[src/design/chip_io_pkg.sv]
// Pad types, default pad counts and default pad indices for the chip IO layer
// In joined vectors the DIO pads sit above the MIO pads, MIO 0 at bit 0
`default_nettype none

package chip_io_pkg;

  ////////////////////////////////////////////////////////////////////////////
  // Pad variants and per-pad structs
  ////////////////////////////////////////////////////////////////////////////

  typedef enum logic [1:0] {
    bidir      = 2'd0,  // Plain bidirectional pad
    input_only = 2'd1,  // Receiver only, never drives
    tolerant   = 2'd2,  // High-voltage tolerant, handled as bidir
    open_drain = 2'd3   // Drives low only
  } pad_variant_e;

  typedef struct packed {
    logic invert;  // Flip value in both directions
    logic od_en;   // Virtual open drain from core
  } pad_attr_t;

  typedef struct packed {
    logic out;  // Output value
    logic oe;   // Output enable
  } pad_drive_t;

  typedef struct packed {
    logic tck;
    logic tms;
    logic trst_n;  // Active low TAP reset
    logic srst_n;  // Active low system reset
    logic tdi;
  } jtag_t;

  // Value seen by the TAP while the overlay is off
  localparam jtag_t JtagIdle = '{
    tck:    1'b0,
    tms:    1'b0,
    trst_n: 1'b0,  // Hold TAP in reset
    srst_n: 1'b1,  // No system reset
    tdi:    1'b0
  };

  ////////////////////////////////////////////////////////////////////////////
  // Default sizes and indices
  ////////////////////////////////////////////////////////////////////////////

  localparam int NumMioDefault = 8;  // MIO pad count
  localparam int NumDioDefault = 6;  // DIO pad count

  localparam int JtagEnIdxDefault = 5;  // Strap pad, MIO 5
  localparam int TrstIdxDefault   = 2;  // MIO 2
  localparam int SrstIdxDefault   = 3;  // MIO 3

  // Offsets inside the DIO bank
  localparam int DioSck = 0;  // TCK in JTAG mode
  localparam int DioCsb = 1;  // TMS in JTAG mode, active low CSB
  localparam int DioS0  = 2;  // TDI in JTAG mode
  localparam int DioS1  = 3;  // TDO in JTAG mode

endpackage : chip_io_pkg

`default_nettype wire
[src/design/chip_io_top.sv]
// Chip pad layer: MIO and DIO pad banks with the JTAG overlay between core and banks
// JTAG pad positions come from the package defaults, TCK/TMS/TDI/TDO on DIO pads
`default_nettype none

module chip_io_top #(
  parameter int   NumMio         = chip_io_pkg::NumMioDefault,
  parameter int   NumDio         = chip_io_pkg::NumDioDefault,
  parameter chip_io_pkg::pad_variant_e [NumMio-1:0] MioVariant =
      '{default: chip_io_pkg::bidir},
  parameter chip_io_pkg::pad_variant_e [NumDio-1:0] DioVariant =
      '{default: chip_io_pkg::bidir},
  parameter logic JtagEnPolarity = 1'b1  // Strap level for JTAG mode
) (
  input  logic                                  clk_i,
  input  logic                                  rst_n_i,
  // Core side, MIO
  input  chip_io_pkg::pad_drive_t [NumMio-1:0]  mio_drive_i,
  input  chip_io_pkg::pad_attr_t  [NumMio-1:0]  mio_attr_i,
  output logic                    [NumMio-1:0]  mio_in_o,
  // Core side, DIO
  input  chip_io_pkg::pad_drive_t [NumDio-1:0]  dio_drive_i,
  input  chip_io_pkg::pad_attr_t  [NumDio-1:0]  dio_attr_i,
  output logic                    [NumDio-1:0]  dio_in_o,
  // Pad ring, MIO
  input  logic                    [NumMio-1:0]  mio_pad_in_i,
  output logic                    [NumMio-1:0]  mio_pad_out_o,
  output logic                    [NumMio-1:0]  mio_pad_oe_o,
  // Pad ring, DIO
  input  logic                    [NumDio-1:0]  dio_pad_in_i,
  output logic                    [NumDio-1:0]  dio_pad_out_o,
  output logic                    [NumDio-1:0]  dio_pad_oe_o,
  // TAP
  output chip_io_pkg::jtag_t                    jtag_o,
  input  logic                                  jtag_tdo_i
);

  localparam int NumIOs = NumMio + NumDio;  // DIO above MIO

  ////////////////////////////////////////////////////////////////////////////
  // Joined vectors
  ////////////////////////////////////////////////////////////////////////////

  chip_io_pkg::pad_drive_t [NumIOs-1:0] core_drive;      // Core side, joined
  chip_io_pkg::pad_drive_t [NumIOs-1:0] bank_drive;      // After overlay
  chip_io_pkg::pad_drive_t [NumMio-1:0] mio_bank_drive;
  chip_io_pkg::pad_drive_t [NumDio-1:0] dio_bank_drive;
  logic                    [NumIOs-1:0] sync_in;         // Synced pads, joined
  logic                    [NumIOs-1:0] core_in;         // After overlay
  logic                    [NumMio-1:0] mio_sync_in;
  logic                    [NumDio-1:0] dio_sync_in;

  assign core_drive                       = {dio_drive_i, mio_drive_i};
  assign {dio_bank_drive, mio_bank_drive} = bank_drive;
  assign sync_in                          = {dio_sync_in, mio_sync_in};
  assign {dio_in_o, mio_in_o}             = core_in;

  ////////////////////////////////////////////////////////////////////////////
  // Instances
  ////////////////////////////////////////////////////////////////////////////

  jtag_overlay_mux #(
    .NumIOs         ( NumIOs                             ),
    .JtagEnIdx      ( chip_io_pkg::JtagEnIdxDefault      ),  // MIO strap
    .JtagEnPolarity ( JtagEnPolarity                     ),
    .TckIdx         ( NumMio + chip_io_pkg::DioSck       ),
    .TmsIdx         ( NumMio + chip_io_pkg::DioCsb       ),
    .TrstIdx        ( chip_io_pkg::TrstIdxDefault        ),  // MIO
    .SrstIdx        ( chip_io_pkg::SrstIdxDefault        ),  // MIO
    .TdiIdx         ( NumMio + chip_io_pkg::DioS0        ),
    .TdoIdx         ( NumMio + chip_io_pkg::DioS1        )
  ) u_jtag_mux (
    .core_drive_i ( core_drive ),
    .core_in_o    ( core_in    ),
    .pad_drive_o  ( bank_drive ),
    .pad_in_i     ( sync_in    ),
    .jtag_o       ( jtag_o     ),
    .jtag_tdo_i   ( jtag_tdo_i )
  );

  pad_bank #(
    .NumPads ( NumMio     ),
    .Variant ( MioVariant )
  ) u_mio_bank (
    .clk_i     ( clk_i          ),
    .rst_n_i   ( rst_n_i        ),
    .drive_i   ( mio_bank_drive ),
    .attr_i    ( mio_attr_i     ),
    .in_o      ( mio_sync_in    ),
    .pad_in_i  ( mio_pad_in_i   ),
    .pad_out_o ( mio_pad_out_o  ),
    .pad_oe_o  ( mio_pad_oe_o   )
  );

  pad_bank #(
    .NumPads ( NumDio     ),
    .Variant ( DioVariant )
  ) u_dio_bank (
    .clk_i     ( clk_i          ),
    .rst_n_i   ( rst_n_i        ),
    .drive_i   ( dio_bank_drive ),
    .attr_i    ( dio_attr_i     ),
    .in_o      ( dio_sync_in    ),
    .pad_in_i  ( dio_pad_in_i   ),
    .pad_out_o ( dio_pad_out_o  ),
    .pad_oe_o  ( dio_pad_oe_o   )
  );

endmodule : chip_io_top

`default_nettype wire

[src/design/jtag_overlay_mux.sv]
// Strap-selected JTAG overlay on the joined MIO/DIO vectors, purely combinational
// The strap is taken from the synchronized pads, so it acts two cycles after the pad
// JTAG indices must be distinct and must not include JtagEnIdx
`default_nettype none

module jtag_overlay_mux #(
  parameter int   NumIOs         = 14,
  parameter int   JtagEnIdx      = 5,     // Strap pad
  parameter logic JtagEnPolarity = 1'b1,  // Strap level that enables JTAG
  parameter int   TckIdx         = 8,
  parameter int   TmsIdx         = 9,
  parameter int   TrstIdx        = 2,
  parameter int   SrstIdx        = 3,
  parameter int   TdiIdx         = 10,
  parameter int   TdoIdx         = 11
) (
  // Core side
  input  chip_io_pkg::pad_drive_t [NumIOs-1:0] core_drive_i,
  output logic                    [NumIOs-1:0] core_in_o,
  // Pad bank side
  output chip_io_pkg::pad_drive_t [NumIOs-1:0] pad_drive_o,
  input  logic                    [NumIOs-1:0] pad_in_i,     // From synchronizers
  // TAP side
  output chip_io_pkg::jtag_t                   jtag_o,
  input  logic                                 jtag_tdo_i
);

  ////////////////////////////////////////////////////////////////////////////
  // Pad masks
  ////////////////////////////////////////////////////////////////////////////

  // Pads taken over as TAP inputs
  localparam logic [NumIOs-1:0] JtagInMask = (NumIOs'(1) << TckIdx)  |
                                             (NumIOs'(1) << TmsIdx)  |
                                             (NumIOs'(1) << TrstIdx) |
                                             (NumIOs'(1) << SrstIdx) |
                                             (NumIOs'(1) << TdiIdx);

  // Core view of those pads in JTAG mode, TMS pad is an active low CSB
  localparam logic [NumIOs-1:0] TieOffValues = NumIOs'(1) << TmsIdx;

  logic jtag_en;  // Overlay active

  assign jtag_en = (pad_in_i[JtagEnIdx] == JtagEnPolarity);

  ////////////////////////////////////////////////////////////////////////////
  // Steering
  ////////////////////////////////////////////////////////////////////////////

  always_comb begin
    pad_drive_o = core_drive_i;           // Pass through by default
    core_in_o   = pad_in_i;               // Strap always lands here
    jtag_o      = chip_io_pkg::JtagIdle;  // TAP held in reset

    if (jtag_en) begin
      jtag_o.tck    = pad_in_i[TckIdx];
      jtag_o.tms    = pad_in_i[TmsIdx];
      jtag_o.trst_n = pad_in_i[TrstIdx];
      jtag_o.srst_n = pad_in_i[SrstIdx];
      jtag_o.tdi    = pad_in_i[TdiIdx];

      // Core sees fixed values on the TAP input pads
      core_in_o = (pad_in_i & ~JtagInMask) | TieOffValues;

      // TAP input pads are receivers only
      for (int i = 0; i < NumIOs; i++) begin
        if (JtagInMask[i]) begin
          pad_drive_o[i] = '0;
        end
      end

      pad_drive_o[TdoIdx].out = jtag_tdo_i;  // TDO owns its pad
      pad_drive_o[TdoIdx].oe  = 1'b1;
    end
  end

endmodule : jtag_overlay_mux

`default_nettype wire

[src/design/pad_bank.sv]
// Bank of pads modelled as split in/out/oe vectors, no inout nets
// Outputs are registered, one cycle from drive_i to the pads
// Inputs pass a two-flop synchronizer, two cycles from pad_in_i to in_o
`default_nettype none

module pad_bank #(
  parameter int NumPads = 8,
  parameter chip_io_pkg::pad_variant_e [NumPads-1:0] Variant =
      '{default: chip_io_pkg::bidir}
) (
  input  logic                                   clk_i,
  input  logic                                   rst_n_i,
  // Core side
  input  chip_io_pkg::pad_drive_t [NumPads-1:0]  drive_i,   // Out/oe per pad
  input  chip_io_pkg::pad_attr_t  [NumPads-1:0]  attr_i,    // Invert/od per pad
  output logic                    [NumPads-1:0]  in_o,      // Synced, inverted
  // Pad side
  input  logic                    [NumPads-1:0]  pad_in_i,
  output logic                    [NumPads-1:0]  pad_out_o,
  output logic                    [NumPads-1:0]  pad_oe_o
);

  ////////////////////////////////////////////////////////////////////////////
  // Output path
  ////////////////////////////////////////////////////////////////////////////

  logic [NumPads-1:0] out_val;  // Core out after inversion
  logic [NumPads-1:0] od_mode;  // Pad acts as open drain
  logic [NumPads-1:0] out_d;    // Next pad out
  logic [NumPads-1:0] oe_d;     // Next pad oe

  always_comb begin
    for (int i = 0; i < NumPads; i++) begin
      out_val[i] = drive_i[i].out ^ attr_i[i].invert;
      od_mode[i] = (Variant[i] == chip_io_pkg::open_drain) | attr_i[i].od_en;
      case (Variant[i])
        chip_io_pkg::bidir,
        chip_io_pkg::tolerant,
        chip_io_pkg::open_drain: begin
          if (od_mode[i]) begin
            out_d[i] = 1'b0;                         // Only ever pulls low
            oe_d[i]  = drive_i[i].oe & ~out_val[i];  // Release on a 1
          end else begin
            out_d[i] = out_val[i];
            oe_d[i]  = drive_i[i].oe;
          end
        end
        default: begin  // input_only
          out_d[i] = 1'b0;
          oe_d[i]  = 1'b0;  // Receiver only
        end
      endcase
    end
  end

  // Pad output flops, all released after reset
  always_ff @(posedge clk_i) begin
    if (!rst_n_i) begin
      pad_out_o <= '0;
      pad_oe_o  <= '0;  // No pad drives out of reset
    end else begin
      pad_out_o <= out_d;
      pad_oe_o  <= oe_d;
    end
  end

  ////////////////////////////////////////////////////////////////////////////
  // Input path
  ////////////////////////////////////////////////////////////////////////////

  logic [NumPads-1:0] sync_q1;  // First stage, may go metastable
  logic [NumPads-1:0] sync_q2;  // Second stage, safe to use

  always_ff @(posedge clk_i) begin
    if (!rst_n_i) begin
      sync_q1 <= '0;
      sync_q2 <= '0;
    end else begin
      sync_q1 <= pad_in_i;
      sync_q2 <= sync_q1;
    end
  end

  // Inversion after the synchronizer, follows attr_i live
  always_comb begin
    for (int i = 0; i < NumPads; i++) begin
      in_o[i] = sync_q2[i] ^ attr_i[i].invert;
    end
  end

endmodule : pad_bank

`default_nettype wire

[config.mk]
export PLATFORM = sky130hd
export DESIGN_NAME = chip_io_top
export DESIGN_NICKNAME = d
export VERILOG_FILES = /design/src/design/chip_io_pkg.sv /design/src/design/chip_io_top.sv /design/src/design/jtag_overlay_mux.sv /design/src/design/pad_bank.sv
export SDC_FILE = /design/constraint.sdc
export NUM_CORES = 1
export LEC_CHECK = 0
export BUFFER_PORTS_ARGS = -buffer_cell sky130_fd_sc_hd__buf_4
export CORE_MARGIN = 1
export CORE_UTILIZATION = 43
export DETAILED_ROUTE_END_ITERATION = 10
export PLACE_DENSITY = 0.81
export REMOVE_ABC_BUFFERS = 1
export SLEW_MARGIN = 15
export SYNTH_ARGS = -nofsm -noshare
export SYNTH_HDL_FRONTEND = slang
export SYNTH_SLANG_ARGS = --single-unit
[constraint.sdc]
create_clock -name clk_i -period 1.7 [get_ports clk_i]
set_input_delay 0.51 -clock clk_i [delete_from_list [all_inputs] [get_ports clk_i]]
set_output_delay 0.51 -clock clk_i [all_outputs]
set_load 0.02 [all_outputs]
==> out/results.txt <==
status -> finished, violations left
violations in the final reports -> design-rule violations, negative setup slack
startpoint of the most critical register-to-register path -> u_mio_bank.sync_q2[5]$_SDFF_PN0_
multiplexer area fraction after synthesis -> 1.466%
clock net sink count -> 56
average cell area after synthesis -> 10.19 um^2
capture point of the critical path -> dio_in_o[2]
n_diodes -> 0
total of fill cells in the finished design -> 358
cell area after layout -> 3294 um^2
die height -> 71.02 um
clock network fraction of design power -> 28.8%
internal power -> 2.160 mW
Avg Vias per Cell -> 4.584
DPL Wire Length -> 3445 um
IO Count -> 120
crit start category -> primary input
Period minus WS final -> 1747 ps
area leader, netlist -> dfxtp_1
area share of the largest cell type after synthesis -> 54.73%
number of vias after detailed routing -> 1774
Placeable Area -> 4474 um^2
Pleak -> 1.635 nW
Worst-Skew Late Latency -> 290 ps
Final TNS setup -> -59.52 ps
initial antenna violation count -> 0
initial core utilization -> 45.78%
power density over the cells -> 869.0 nW/um^2
share of layout cells above drive strength 1 -> 45.37%
Synth top cells by count -> 56 x dfxtp_1, 28 x and2_1, 15 x xor2_1
sequential cell fraction of total power -> 48.8%
number of warnings reported in the yosys synthesis log -> 0
Layout Nets -> 407
first-pass GRT wire length -> 7431 um
upper clock frequency limit -> 572.3 MHz
synthesized-area fraction occupied by ao, oa, aoi and oai cells -> 8.064%
worst-case clock buffer depth -> 2
combinational family with the most area after synthesis -> simple AND/OR/NAND/NOR gates
fraction of synthesis flops using an asynchronous set or reset pin -> 0%
Seq. cell area -> 1122 um^2
actual transition at the worst max-transition pin -> 340.7 ps
number of storage elements in the synthesis netlist -> 56
residual antenna-violating net count after detailed routing -> 0
cell count after synthesis -> 201
area of the die -> 5043 um^2
endpoint required time on the critical path -> 1190 ps
register clock-pin slew on the reported worst setup and hold paths -> 90 ps
R2R setup slack -> 30 ps
Max IR drop VDD -> 593.3 uV
critical path's largest stage delay -> 220 ps
# Max-Cap Violations -> 0
Syn Std Cell Area -> 2048 um^2
switching portion of total power -> 24.57%
Relative slew margins -> 77.12%
R2R depth -> 8
post-DR wirelength/cell -> 12.01 um
number of design rule violations left after detail routing -> 9
stages on the worst setup path -> 5
chain of cells forming the critical path -> buf_6 -> xnor2_4 -> inv_4 -> nor2_1 -> buf_4
TritonCTS Buffers -> 5
Distinct cells, synth -> 24
first-iteration detailed-routing DRC count -> 61
critical path endpoint category -> output port
via count of the first global-routing pass -> 1780
CTS tree -> yes
Worst R2R End -> u_dio_bank.pad_out_o[2]$_SDFF_PP0_
Synth area leaders -> dfxtp_1 55%, and2_1 8.6%, xor2_1 6.4%
port buffer count -> 119
weighted congestion reported at the end of routability-driven placement -> 0.7768
Logic pwr share -> 22.3%
H-tree depth -> 2
clk_skew -> 5.359 ps
final slew viol count -> 0
adder-cell share of the synthesized area -> 0%
Clock Tree Root -> clkbuf_8
most used standard cell by instance count after synthesis -> dfxtp_1
Synth Area in XOR/XNOR -> 11.91%
placement-stage cell area -> 3034 um^2
simple-gate area share of the yosys netlist -> 20.04%
EDFF count, synth -> 0
Worst path slowest cell -> xnor2_4
1st-pass router iterations -> 7
launch point of the worst path -> mio_attr_i[11]
die extent in x -> 71.02 um
Area Growth Syn to Fin -> 60.84%
largest net degree at the start of global routing -> 32
Largest delay share family, worst path -> buffers and inverters
endpoint arrival time on the critical path -> 1240 ps
Final Hold Violating Endpoints -> 0
unrepaired setup endpoints after global routing -> yes
Final Worst Setup Slack -> -47.37 ps
register area share after synthesis -> 54.73%
final-report setup violation count -> 2
Hold WC Path Type -> primary input to register
gr ovfl total -> 0
final routed wirelength across all metal layers -> 4649 um
number of rows created at floorplan -> 24
footprint of the multi-input gates -> 908.4 um^2
switching power of the nets -> 0.7033 mW
total buffers and inverters traversed by the critical path -> 3
top_reg_cell synth -> dfxtp_1
maximum fanout encountered on the critical timing path -> 7
share of the cycle needed by the critical path after routing -> 102.8%
combined global-route utilization of all metal layers -> 18.62%
Setup CP Type -> primary input to output port
layout by cell type, fill, tap and decap left out, drive strengths merged:
cell and n:
nor2 8, a211oi 1, and3b 2, inv 12, xnor2 12, or3b 1, clkbuf 6, dfxtp 56
or3 5, buf 134, clkinv 1, nand3b 2, mux2i 3, a21oi 13, xor2 15, nand2 5
nand3 5, nor3b 6, o21ai 5, o211a 6, and2 28, bufinv 1, o31ai 1, nand2b 7
cell families (layout without fill, tap and decap cells):
logic type / count (synthesis) / after routing
and+or+nand+nor: 69 / 69
AOI/OAI and AO/OA: 26 / 26
xor gates and xnor gates: 27 / 27
DFF: 56 / 56
buffers and inverters: 20 / 154
muxes: 3 / 3
timing repair:
| action | 4_1_cts | 5_1_grt |
|---|---|---|
| buffers inserted | 7 | 0 |
| endpoints found under the setup margin | 11 | 13 |
| pin swaps | 6 | 4 |
| hold buffers | 0 | 0 |
| gates resized for setup | 20 | 7 |
metal layers:
layer / track usage [%] / up-vias / part of all wire [%] / routed length [um]
li1: - / 907 / - / -
met3: 6.695 / 4 / 9.1 / 423
met4: 4.667 / 0 / 0.43 / 20
met5: 0 / - / 0 / 0
met1: 19.17 / 789 / 39 / 1799
met2: 35.58 / 74 / 52 / 2406
stage by stage:
| step | hold WS [ps] | setup slack [ps] | total power [mW] | utilization [%] | instances |
|---|---|---|---|---|---|
| 6_report | 374.3 | -47.37 | 2.863 | 73.63 | 387 |
| 5_1_grt | 365.0 | -115.6 | 2.995 | 73.63 | 387 |
| 4_1_cts | 368.0 | -35.70 | 2.880 | 72.87 | 387 |
| 3_5_place_dp | 418.8 | -93.08 | 2.005 | 67.81 | 372 |
| 3_3_place_gp | 414.1 | -82.61 | 1.992 | 67.81 | 372 |
| 2_1_floorplan | 411.8 | -360.5 | 1.673 | - | 193 |
worst reg2reg max path: cells and delay by family (launching register included):
kind	cells	cell delay (ps)
compound gates	1	120
xor+xnor	1	200
buf+inv	5	660
flops	1	350
simple gates	1	290
final cells by class:
type	count	share of cell area, %
well taps	52	1.975
inverters	12	1.443
multi-input cells	125	27.57
clock buffers	6	2.203
repair buffers	134	31.67
clock inverters	2	1.063
flip-flops and latches	56	34.07
sequential cells by signal, summed over array words and instances (netlist names):
register and cells:
u_mio_bank.pad_oe_o 8, u_mio_bank.sync_q2 8, u_mio_bank.sync_q1 8, u_dio_bank.sync_q1 6
u_dio_bank.sync_q2 6, u_dio_bank.pad_oe_o 6, u_mio_bank.pad_out_o 8, u_dio_bank.pad_out_o 6
how the worst min path moves through the flow:
| stage | startpoint | end | slack (ps) | depth (start not counted) |
|---|---|---|---|---|
| 2_1_floorplan | u_dio_bank.sync_q1[0]$_SDFF_PN0_ | u_dio_bank.sync_q2[0]$_SDFF_PN0_ | 410 | 1 |
| 3_3_place_gp | u_mio_bank.sync_q1[0]$_SDFF_PN0_ | u_mio_bank.sync_q2[0]$_SDFF_PN0_ | 410 | 1 |
| 3_5_place_dp | u_mio_bank.sync_q1[4]$_SDFF_PN0_ | u_mio_bank.sync_q2[4]$_SDFF_PN0_ | 420 | 1 |
| 4_1_cts | mio_attr_i[0] | u_mio_bank.pad_out_o[0]$_SDFF_PP0_ | 370 | 2 |
| 5_1_grt | mio_attr_i[12] | u_mio_bank.pad_out_o[6]$_SDFF_PP0_ | 360 | 2 |
| 6_report | mio_attr_i[12] | u_mio_bank.pad_out_o[6]$_SDFF_PP0_ | 370 | 2 |
power groups by stage:
stage	sequential, mW	clock [mW]	combinational (mW)
2_1_floorplan	1.47	0	0.200
3_3_place_gp	1.43	0	0.565
3_5_place_dp	1.43	0	0.576
4_1_cts	1.40	0.852	0.630
5_1_grt	1.40	0.902	0.688
6_report	1.40	0.826	0.639
(Power assumes the default switching activity.)
